## config.mk

```make
export PLATFORM = sky130hd
export DESIGN_NAME = noc_router
export DESIGN_NICKNAME = d
export VERILOG_FILES = /design/src/common/noc_pkg.sv /design/src/source/beat_fsm.sv /design/src/port/port_receiver.sv /design/src/port/port_transmitter.sv /design/src/route/grant_pointer.sv /design/src/route/output_arbiter.sv /design/src/route/route_crossbar.sv /design/src/source/noc_router.sv
export SDC_FILE = /design/constraint.sdc
export NUM_CORES = 1
export LEC_CHECK = 0
export ABC_CLOCK_PERIOD_IN_PS = 13050
export BUFFER_PORTS_ARGS = -buffer_cell sky130_fd_sc_hd__buf_2
export CAP_MARGIN = 20
export CORE_AREA = 2 2 146 176
export CTS_BUF_LIST = sky130_fd_sc_hd__clkbuf_2 sky130_fd_sc_hd__clkbuf_4 sky130_fd_sc_hd__clkbuf_8
export DETAILED_ROUTE_END_ITERATION = 10
export DIE_AREA = 0 0 148 178
export PLACE_DENSITY = 0.86
export SLEW_MARGIN = 20
export SYNTH_ARGS = -nofsm -noshare
export SYNTH_HDL_FRONTEND = slang
export SYNTH_SLANG_ARGS = --single-unit
```

## constraint.sdc

```tcl
create_clock -name clk -period 13.05 [get_ports clk]
set_input_delay 2.61 -clock clk [delete_from_list [all_inputs] [get_ports clk]]
set_output_delay 2.61 -clock clk [all_outputs]
set_load 0.02 [all_outputs]
```

## src/common/noc_pkg.sv

```systemverilog
// noc router shared types
package noc_pkg;

   localparam int num_ports        = 4;
   localparam int bytes_per_packet = 4;

   typedef logic [7:0] byte_t;
   typedef logic [3:0] node_id_t;
   typedef logic [1:0] beat_t;
   typedef logic [1:0] src_sel_t;   // candidate 0..2 of an output

   typedef struct packed {
      node_id_t    src;
      node_id_t    dest;
      logic [23:0] data;
   } packet_fields_t;

   // byte 0 sits in bits 31:24 and travels first
   typedef union packed {
      byte_t [0:bytes_per_packet-1] bytes;
      packet_fields_t               fields;
   } packet_t;

   typedef struct packed {
      logic    valid;
      packet_t pkt;
   } in_slot_t;

   typedef struct packed {
      logic     load;
      src_sel_t src_sel;
   } grant_t;

   // fixed routing tables of the two routers in the mesh
   function automatic int route_port(input int router_id, input node_id_t dest);
      int port;
      if (router_id == 0) begin
         case (dest)
            4'd0:    port = 0;
            4'd1:    port = 2;
            4'd2:    port = 3;
            default: port = 1;
         endcase
      end else begin
         case (dest)
            4'd3:    port = 0;
            4'd4:    port = 1;
            4'd5:    port = 2;
            default: port = 3;   // everything else leaves toward router 0
         endcase
      end
      return port;
   endfunction

endpackage

```

## src/source/beat_fsm.sv

```systemverilog
// four beat transfer sequencer
`timescale 1ns/1ps

module beat_fsm (
   input  logic          clk,
   input  logic          rst_b,
   input  logic          start,
   output logic          busy,
   output logic          done,
   output noc_pkg::beat_t beat
);

   typedef enum logic {
      st_idle,
      st_busy
   } state_t;

   localparam noc_pkg::beat_t last_beat = noc_pkg::beat_t'(noc_pkg::bytes_per_packet - 1);

   state_t state;

   assign busy = (state == st_busy);
   assign done = busy && (beat == last_beat);

   // beat stays 0 while idle so the start cycle carries byte 0
   always_ff @(posedge clk or negedge rst_b) begin
      if (!rst_b) begin
         state <= st_idle;
         beat  <= '0;
      end else begin
         case (state)
            st_idle: begin
               if (start) begin
                  state <= st_busy;
                  beat  <= noc_pkg::beat_t'(1);
               end
            end
            st_busy: begin
               if (done) begin
                  state <= st_idle;
                  beat  <= '0;
               end else begin
                  beat <= beat + 1'b1;
               end
            end
            default: state <= st_idle;
         endcase
      end
   end

   a_no_restart: assert property (@(posedge clk) disable iff (!rst_b) start |-> !busy)
      else $error("beat_fsm started while busy");

endmodule

```

## src/port/port_receiver.sv

```systemverilog
// inbound port receiver
`timescale 1ns/1ps

module port_receiver (
   input  logic              clk,
   input  logic              rst_b,
   input  logic              put,
   input  noc_pkg::byte_t    payload,
   input  logic              slot_release,
   output logic              free,
   output noc_pkg::in_slot_t slot
);

   logic             busy;
   logic             done;
   noc_pkg::beat_t   beat;
   logic             valid;
   noc_pkg::packet_t pkt;

   beat_fsm u_beat_fsm (
      .clk   (clk),
      .rst_b (rst_b),
      .start (put),
      .busy  (busy),
      .done  (done),
      .beat  (beat)
   );

   // byte lane capture
   always_ff @(posedge clk) begin
      if (put || busy) begin
         pkt.bytes[beat] <= payload;
      end
   end

   always_ff @(posedge clk or negedge rst_b) begin
      if (!rst_b) begin
         free  <= 1'b1;
         valid <= 1'b0;
      end else begin
         if (put) begin
            free <= 1'b0;
         end else if (slot_release) begin
            free <= 1'b1;   // sender may start the next packet
         end
         if (done) begin
            valid <= 1'b1;
         end else if (slot_release) begin
            valid <= 1'b0;
         end
      end
   end

   assign slot.valid = valid;
   assign slot.pkt   = pkt;

   a_put_when_free: assert property (@(posedge clk) disable iff (!rst_b) put |-> free)
      else $error("put_inbound while port not free");

endmodule

```

## src/port/port_transmitter.sv

```systemverilog
// outbound port transmitter
`timescale 1ns/1ps

module port_transmitter (
   input  logic             clk,
   input  logic             rst_b,
   input  noc_pkg::packet_t grant_pkt,
   input  logic             load,
   input  logic             free_out,
   output logic             full,
   output logic             put,
   output noc_pkg::byte_t   payload
);

   logic             start;
   logic             busy;
   logic             done;
   noc_pkg::beat_t   beat;
   noc_pkg::packet_t pkt_buf;

   assign start = full && free_out && !busy;   // first beat waits on downstream

   beat_fsm u_beat_fsm (
      .clk   (clk),
      .rst_b (rst_b),
      .start (start),
      .busy  (busy),
      .done  (done),
      .beat  (beat)
   );

   always_ff @(posedge clk) begin
      if (load) begin
         pkt_buf <= grant_pkt;
      end
   end

   always_ff @(posedge clk or negedge rst_b) begin
      if (!rst_b) begin
         full <= 1'b0;
      end else if (load) begin
         full <= 1'b1;
      end else if (done) begin
         full <= 1'b0;
      end
   end

   assign put     = busy || start;
   assign payload = pkt_buf.bytes[beat];

   a_no_load_full: assert property (@(posedge clk) disable iff (!rst_b) load |-> !full)
      else $error("packet loaded into a full outbound buffer");

endmodule

```

## src/route/grant_pointer.sv

```systemverilog
// round robin pointer for one output
`timescale 1ns/1ps

module grant_pointer (
   input  logic                    clk,
   input  logic                    rst_b,
   input  logic                    advance,
   output noc_pkg::src_sel_t [2:0] order
);

   noc_pkg::src_sel_t ptr;

   always_ff @(posedge clk or negedge rst_b) begin
      if (!rst_b) begin
         ptr <= '0;
      end else if (advance) begin
         ptr <= (ptr == 2'd2) ? 2'd0 : ptr + 2'd1;   // wraps after candidate 2
      end
   end

   // search order, modulo 3
   always_comb begin
      order[0] = ptr;
      order[1] = (ptr == 2'd2) ? 2'd0 : ptr + 2'd1;
      order[2] = (ptr == 2'd0) ? 2'd2 : ptr - 2'd1;
   end

endmodule

```

## src/route/output_arbiter.sv

```systemverilog
// output port arbiter
`timescale 1ns/1ps

module output_arbiter #(
   parameter int router_id = 0,
   parameter int out_port  = 0
) (
   input  logic                    clk,
   input  logic                    rst_b,
   input  noc_pkg::in_slot_t [2:0] cand,
   input  logic                    full,
   output noc_pkg::grant_t         grant,
   output noc_pkg::packet_t        grant_pkt
);

   noc_pkg::src_sel_t [2:0] order;
   logic [2:0]              eligible;
   logic                    found;
   noc_pkg::src_sel_t       pick;

   grant_pointer u_grant_pointer (
      .clk     (clk),
      .rst_b   (rst_b),
      .advance (grant.load),
      .order   (order)
   );

   // candidates whose destination maps onto this output
   always_comb begin
      for (int c = 0; c < 3; c++) begin
         eligible[c] = cand[c].valid &&
                       (noc_pkg::route_port(router_id, cand[c].pkt.fields.dest) == out_port);
      end
   end

   always_comb begin
      found = 1'b0;
      pick  = order[0];
      for (int j = 0; j < 3; j++) begin
         if (!found && eligible[order[j]]) begin
            found = 1'b1;
            pick  = order[j];
         end
      end
   end

   assign grant.load    = found && !full;
   assign grant.src_sel = pick;
   assign grant_pkt     = cand[pick].pkt;

   a_grant_valid: assert property (@(posedge clk) disable iff (!rst_b)
                                   grant.load |-> cand[grant.src_sel].valid)
      else $error("grant to an invalid candidate");

endmodule

```

## src/route/route_crossbar.sv

```systemverilog
// crossbar with per-output arbitration
`timescale 1ns/1ps

module route_crossbar #(
   parameter int router_id = 0
) (
   input  logic                                          clk,
   input  logic                                          rst_b,
   input  noc_pkg::in_slot_t [noc_pkg::num_ports-1:0]    slots,
   input  logic [noc_pkg::num_ports-1:0]                 full,
   output logic [noc_pkg::num_ports-1:0]                 load,
   output noc_pkg::packet_t [noc_pkg::num_ports-1:0]     out_pkt,
   output logic [noc_pkg::num_ports-1:0]                 slot_release
);

   noc_pkg::grant_t [noc_pkg::num_ports-1:0] grants;

   for (genvar k = 0; k < noc_pkg::num_ports; k++) begin : g_out
      noc_pkg::in_slot_t [2:0] cand;

      // output k looks at inputs k+1, k+2, k+3
      for (genvar c = 0; c < 3; c++) begin : g_cand
         assign cand[c] = slots[(k + c + 1) % noc_pkg::num_ports];
      end

      output_arbiter #(
         .router_id (router_id),
         .out_port  (k)
      ) u_output_arbiter (
         .clk       (clk),
         .rst_b     (rst_b),
         .cand      (cand),
         .full      (full[k]),
         .grant     (grants[k]),
         .grant_pkt (out_pkt[k])
      );

      assign load[k] = grants[k].load;
   end

   // map each grant back to its input
   always_comb begin
      slot_release = '0;
      for (int k = 0; k < noc_pkg::num_ports; k++) begin
         if (grants[k].load) begin
            slot_release[(k + int'(grants[k].src_sel) + 1) % noc_pkg::num_ports] = 1'b1;
         end
      end
   end

endmodule

```

## src/source/noc_router.sv

```systemverilog
// four port noc router
`timescale 1ns/1ps

module noc_router #(
   parameter int router_id = 0
) (
   input  logic                                       clk,
   input  logic                                       rst_b,
   output logic [noc_pkg::num_ports-1:0]              free_inbound,
   input  logic [noc_pkg::num_ports-1:0]              put_inbound,
   input  noc_pkg::byte_t [noc_pkg::num_ports-1:0]    payload_inbound,
   input  logic [noc_pkg::num_ports-1:0]              free_outbound,
   output logic [noc_pkg::num_ports-1:0]              put_outbound,
   output noc_pkg::byte_t [noc_pkg::num_ports-1:0]    payload_outbound
);

   noc_pkg::in_slot_t [noc_pkg::num_ports-1:0] slots;
   noc_pkg::packet_t [noc_pkg::num_ports-1:0]  out_pkt;
   logic [noc_pkg::num_ports-1:0]              slot_release;
   logic [noc_pkg::num_ports-1:0]              load;
   logic [noc_pkg::num_ports-1:0]              full;

   for (genvar p = 0; p < noc_pkg::num_ports; p++) begin : g_in
      port_receiver u_port_receiver (
         .clk          (clk),
         .rst_b        (rst_b),
         .put          (put_inbound[p]),
         .payload      (payload_inbound[p]),
         .slot_release (slot_release[p]),
         .free         (free_inbound[p]),
         .slot         (slots[p])
      );
   end

   route_crossbar #(
      .router_id (router_id)
   ) u_route_crossbar (
      .clk          (clk),
      .rst_b        (rst_b),
      .slots        (slots),
      .full         (full),
      .load         (load),
      .out_pkt      (out_pkt),
      .slot_release (slot_release)
   );

   for (genvar p = 0; p < noc_pkg::num_ports; p++) begin : g_out
      port_transmitter u_port_transmitter (
         .clk       (clk),
         .rst_b     (rst_b),
         .grant_pkt (out_pkt[p]),
         .load      (load[p]),
         .free_out  (free_outbound[p]),
         .full      (full[p]),
         .put       (put_outbound[p]),
         .payload   (payload_outbound[p])
      );
   end

endmodule

```

---- Yosys cells after proc, flatten, opt, wreduce, memory -nomap -nowiden ----
Index checks and enable logic that the tools add are counted.
W data, S select, Z words.
storage, ports and cells
  register bits after elaboration ......... 300
  word-level logic and storage cells ...... 430
operators by class
  add/subtract/negate cells ............... 23
  magnitude comparators ................... 36
  eq/ne operators ......................... 37
  mux-type cells .......................... 172
  bitwise gates (word level) .............. 23
  reductions and logical operators ........ 99
operators with widths
  kind                     number
  $bmux W33 S2             4
  $eq A32 B3 Y1 const B    6
  $bwmux W32               4
  $mux W32                 4
  $add A32 B2 Y32 const B  3
  $eq A32 B2 Y1 const B    3
  $logic_not A32 Y1        3
  $mux W8                  12
  $mux W1                  68
  $bmux W8 S2              4
  $demux W8 S2             4
  $mux W2                  32
  $logic_and A1 B1 Y1      48
  $lt A2 B3 Y1 const B     16
  $pmux W2 S2              8
  $add A2 B1 Y2 const B    13
  $bmux W1 S2              12
  $eq A2 B2 Y1 const B     12
  $ge A3 B3 Y1 const B     8
  $not A2 Y3               8
  $pmux W2 S3              4
  $reduce_bool A2 Y1       12
  $eq A4 B1 Y1 const B     4
  $eq A4 B2 Y1 const B     4
  20 further kinds         94

---- Logic depth before layout (Yosys ltp) ----
  depth in word-level cells ............... 29
  depth in mapped cells ................... 12
  depth with buffers taken out ............ 9

---- Modules after synthesis ----
From an unflattened synthesis, not the netlist that was laid out.
second synthesis, totals
  cell total of the unflattened synthesis .. 976
  area total of the unflattened synthesis .. 14835.5 sq um
modules (own cells, without submodules)
  module                                                           times used  cells each  area each (sq um)  sequential area each (sq um)
  port_transmitter                                                 4           48          1207.4             985.9
  port_receiver                                                    4           45          1069.8             1012.2
  output_arbiter (u_route_crossbar.g_out[2].u_output_arbiter ...)  2           115         974.7              0.0
  output_arbiter (u_route_crossbar.g_out[1].u_output_arbiter)      1           119         1187.4             0.0
  beat_fsm                                                         8           10          125.1              75.1
  output_arbiter (u_route_crossbar.g_out[0].u_output_arbiter)      1           115         964.7              0.0
  grant_pointer                                                    4           10          121.4              50.0
  route_crossbar                                                   1           20          138.9              0.0

---- Worst setup path after synthesis ----
OpenSTA, ideal clock, no wires.
  kind .................................... input port to output port
  start point ............................. input port free_outbound[0] (netlist bit)
  end point ............................... output port put_outbound[0] (netlist bit)
  arrival time ............................ 3.023 ns
  path slack .............................. 7.417 ns
  cell stages on the path ................. 3
  path buffers ............................ 1
  cells stage by stage .................... a21oi_1 > inv_1 > buf_4
on the way
  cells in the longest elaborated chain, start to end .. 3
RTL lines
  what                              RTL line                RTL
  start: declaration                noc_router.sv:12        input logic [noc_pkg::num_ports-1:0] free_outbound,
  $logic_and A1 B1 Y1 (2 in a row)  port_transmitter.sv:21  assign start = full && free_out && !busy;
  $logic_or A1 B1 Y1                port_transmitter.sv:48  assign put = busy || start;
  end: declaration                  noc_router.sv:13        output logic [noc_pkg::num_ports-1:0] put_outbound,
No other way between the ends.

---- Worst setup path in the final report ----
Ends and elaborated chain as after synthesis.

==> qor.yml <==
outcome:
  run_status: "complete, no violations"
timing:
  setup_slack_ns: 7.23
  finalSetupViolCount: 0
  max_clock_freq_mhz: 172
  skew_ns: 0.0276
  slew_headroom_pct: 38.9
  rsz0062_at_grt: "false"
  report.final.slew_viol_count: 0
  tightest_slew_ns: 0.914
  finalSetupTns_ns: 0
  period_share_pct: 44.6
  hold_viol_final: 0
  final.min_clock_period_ns: 5.82
logic_synthesis:
  synth_edf_count: 256
  syn_inst: 986
  netlist_top_cells_area: "edfxtp_1 54%, mux2i_1 8.9%, dfrtp_1 7.0%, o2bb2ai_1 5.9%, mux4_2 5.0%"
  ys_types: 64
  synth-main-ff-cell: "edfxtp_1"
  syn_area_um2: 14300
  yosys_warnings: 0
  synthArstFlopShare_pct: 14.7
  ys_seq_area_share_pct: 61.6
  postSynthAreaPerCell_um2: 14.5
  synth_area_leader_cell: "edfxtp_1"
  synth.net_count: 1060
  synth_top_cell_area_share_pct: 53.8
  synth-seq-cells: 300
finish:
  fin_util_pct: 65.3
  syn_to_final_growth_pct: 12.5
  fin_nets: 1153
  layout-drive-gt1-share_pct: 22.2
setup_path:
  critical_path_class: "in2out"
  cp_slowest_cell: "a21oi_1"
  required_ns: 10.44
  setup.worst_path.end_class: "output pin"
  rrSetupSlack_ns: 8.87
  cp_top_family: "buffers and inverters"
  path_max_fanout: 3
  reg2reg_depth: 11
  path_common_cell: "buf_2"
  startpoint_type: "input port"
  crit_arrival_ns: 3.21
  crit_buf_inv: 3
  max_stage_delay_ns: 0.24
  critical_path.reg2reg.endpoint: "g_out[1].u_port_transmitter.pkt_buf[7]"
  crit_chain: "buf_2 -> a21oi_1 -> inv_1 -> buf_2"
global_routing:
  grt.overflow.total: 0
  grtUsageTotal_pct: 30.0
  grt_max_degree: 45
  grt_pass1_vias: 9501
  antenna_found_initial: 1
  grt_pass1_wl_mm: 57.3
flow_run:
  max-cap-violations: 0
route:
  drt-total-wl_mm: 38.9
  drc_errors: 0
  vias: 9575
  drt_iter0_markers: 1144
  viasPerCell: 6.64
  wl_per_cell_um: 27.0
  firstDrtPassIters: 6
  detail-route-antenna-nets: 0
die:
  start_util_pct: 58.1
  io_pins: 82
  die_area_um2: 26300
  die_w_um: 148
  row_count: 63
  coreArea_um2: 24600
  die_y_um: 178
cts:
  worst_setup_hold_path_clk_slew_ns: 0.07
  cts_resized: 0
  insertion_delay_ns: 0.57
  cts_root_buf: "clkbuf_8"
  cts_buffer_depth: 3
  cts_setup_buffers: 0
  cts_sinks: 300
  cts_buffers: 45
  cts_tree: "yes"
  cts-hold-fix-buffers: 0
  h-tree-depth: 2
placement:
  dp_hpwl_mm: 26.0
  dp_slack_ns: 7.22
  place_congestion: 0.938
  io_buffers: 81
min_path:
  hp-class: "reg2reg"
  hold_path_end: "g_in[1].u_port_receiver.free"
  hold_depth: 2
  min_from: "g_in[1].u_port_receiver.free"
-- registers in the layout, summed over array words and instances (netlist names) --
| name | cells |
|---|---|
| g_out.u_port_transmitter.pkt_buf | 128 |
| g_in.u_port_receiver.free | 4 |
| g_out.u_port_transmitter.u_beat_fsm.beat | 8 |
| g_in.u_port_receiver.u_beat_fsm.busy | 4 |
| g_in.u_port_receiver.pkt | 128 |
| g_in.u_port_receiver.valid | 4 |
| g_out.u_port_transmitter.full | 4 |
| u_route_crossbar.g_out.u_output_arbiter.u_grant_pointer.ptr | 8 |
| g_out.u_port_transmitter.u_beat_fsm.busy | 4 |
| g_in.u_port_receiver.u_beat_fsm.beat | 8 |
-- worst reg2reg max path, delay by kind of cell (launching register included) --
family          cells  cell delay, ns
simple gates        2            1.17
flops               1            0.41
compound gates      5            1.06
fa+ha+maj           1            0.35
buf+inv             3            0.91
-- cells by family (layout without fill, tap and decap cells) --
logic type | count (synthesis) | count (layout) | synth area share (%)
multiplexers | 161 | 161 | 14.1
flip-flops | 300 | 300 | 61.6
other | 0 | 1 | 0
AND/OR/NAND/NOR | 148 | 148 | 5.54
adder cells (fa/ha/maj) | 32 | 32 | 2.80
AO/OA/AOI/OAI | 247 | 247 | 12.9
buffers and inverters | 98 | 227 | 3.09
-- cell usage in the layout, fill, tap and decap left out, types with 9 or more instances in the layout --
master	synthesis	routed
edfxtp_1	256	256
nand3_1	10	10
o21ai_0	38	38
clkbuf_8	0	48
dfrtp_1	40	40
buf_2	20	81
o2bb2ai_1	96	96
a21oi_1	21	19
a31oi_1	9	9
o21ai_1	16	16
mux4_2	32	32
clkbuf_4	0	14
inv_1	33	33
nor2_1	16	13
mux2i_1	127	127
ha_1	32	32
buf_4	11	29
clkinv_1	0	9
nor2b_1	21	19
o21a_1	9	9
nand2_1	56	55
-- cell type report --
class                           instances  area [um2]
Antenna cell                            1        2.50
Clock inverter                         21         190
Fill cell                            1716        8530
Inverter                               33         124
Clock buffer                           62         766
Multi-Input combinational cell        588        5130
Sequential cell                       300        8790
Tap cell                              325         407
Timing Repair Buffer                  111         651
-- per-stage QoR --
| step | area [um2] | hold slack (ns) | std cells |
|---|---|---|---|
| floorplan | 14300 | 0.447 | 986 |
| global placement | 15100 | 0.461 | 1356 |
| detailed placement | 15100 | 0.466 | 1356 |
| CTS | 16000 | 0.477 | 1439 |
| global route | 16100 | 0.483 | 1441 |
| finish | 16100 | 0.475 | 1441 |
-- worst max-delay path by stage --
stage	end	from	cells past startpoint	slack, ns
2_1_floorplan	put_outbound[0]	free_outbound[0]	3	7.42
3_3_place_gp	put_outbound[2]	free_outbound[2]	4	7.29
3_5_place_dp	put_outbound[3]	free_outbound[3]	4	7.22
4_1_cts	put_outbound[3]	free_outbound[3]	4	7.23
5_1_grt	put_outbound[0]	free_outbound[0]	4	7.17
6_report	put_outbound[0]	free_outbound[0]	4	7.23
-- synthesized netlist by cell type, drive strengths merged (2+ instances only) --
cell type	number
nor3	7
buf	32
a21oi	21
o22ai	5
dfrtp	40
a41oi	2
nor4b	2
nand2b	4
nand4	3
a22o	7
ha	32
or3b	4
o21ai	55
mux2	2
clkbuf	33
a311oi	2
a32o	6
o31ai	3
and2	4
a211o	3
nor2	16
a31o	2
o21a	9
nor2b	21
mux2i	127
or4b	4
nand3b	7
edfxtp	256
a31oi	9
a41o	2
a32oi	5
inv	33
a21o	5
a211oi	5
mux4	32
dfstp	4
nand2	56
or4	2
o311ai	2
nand3	10
nor3b	3
o2bb2ai	96
-- per-layer routing --
layer  global-route usage (%)  vias to the layer above  part of all wire [%]
li1                         -                     4097                     -
met1                     36.4                     4694                    34
met2                     49.7                      619                    48
met3                     5.70                      165                    11
met4                     18.5                        0                   7.1
met5                        0                        -                     0
Power is not shown: default switching activity piles up to over one toggle a cycle in this logic, so the estimate is an artifact.
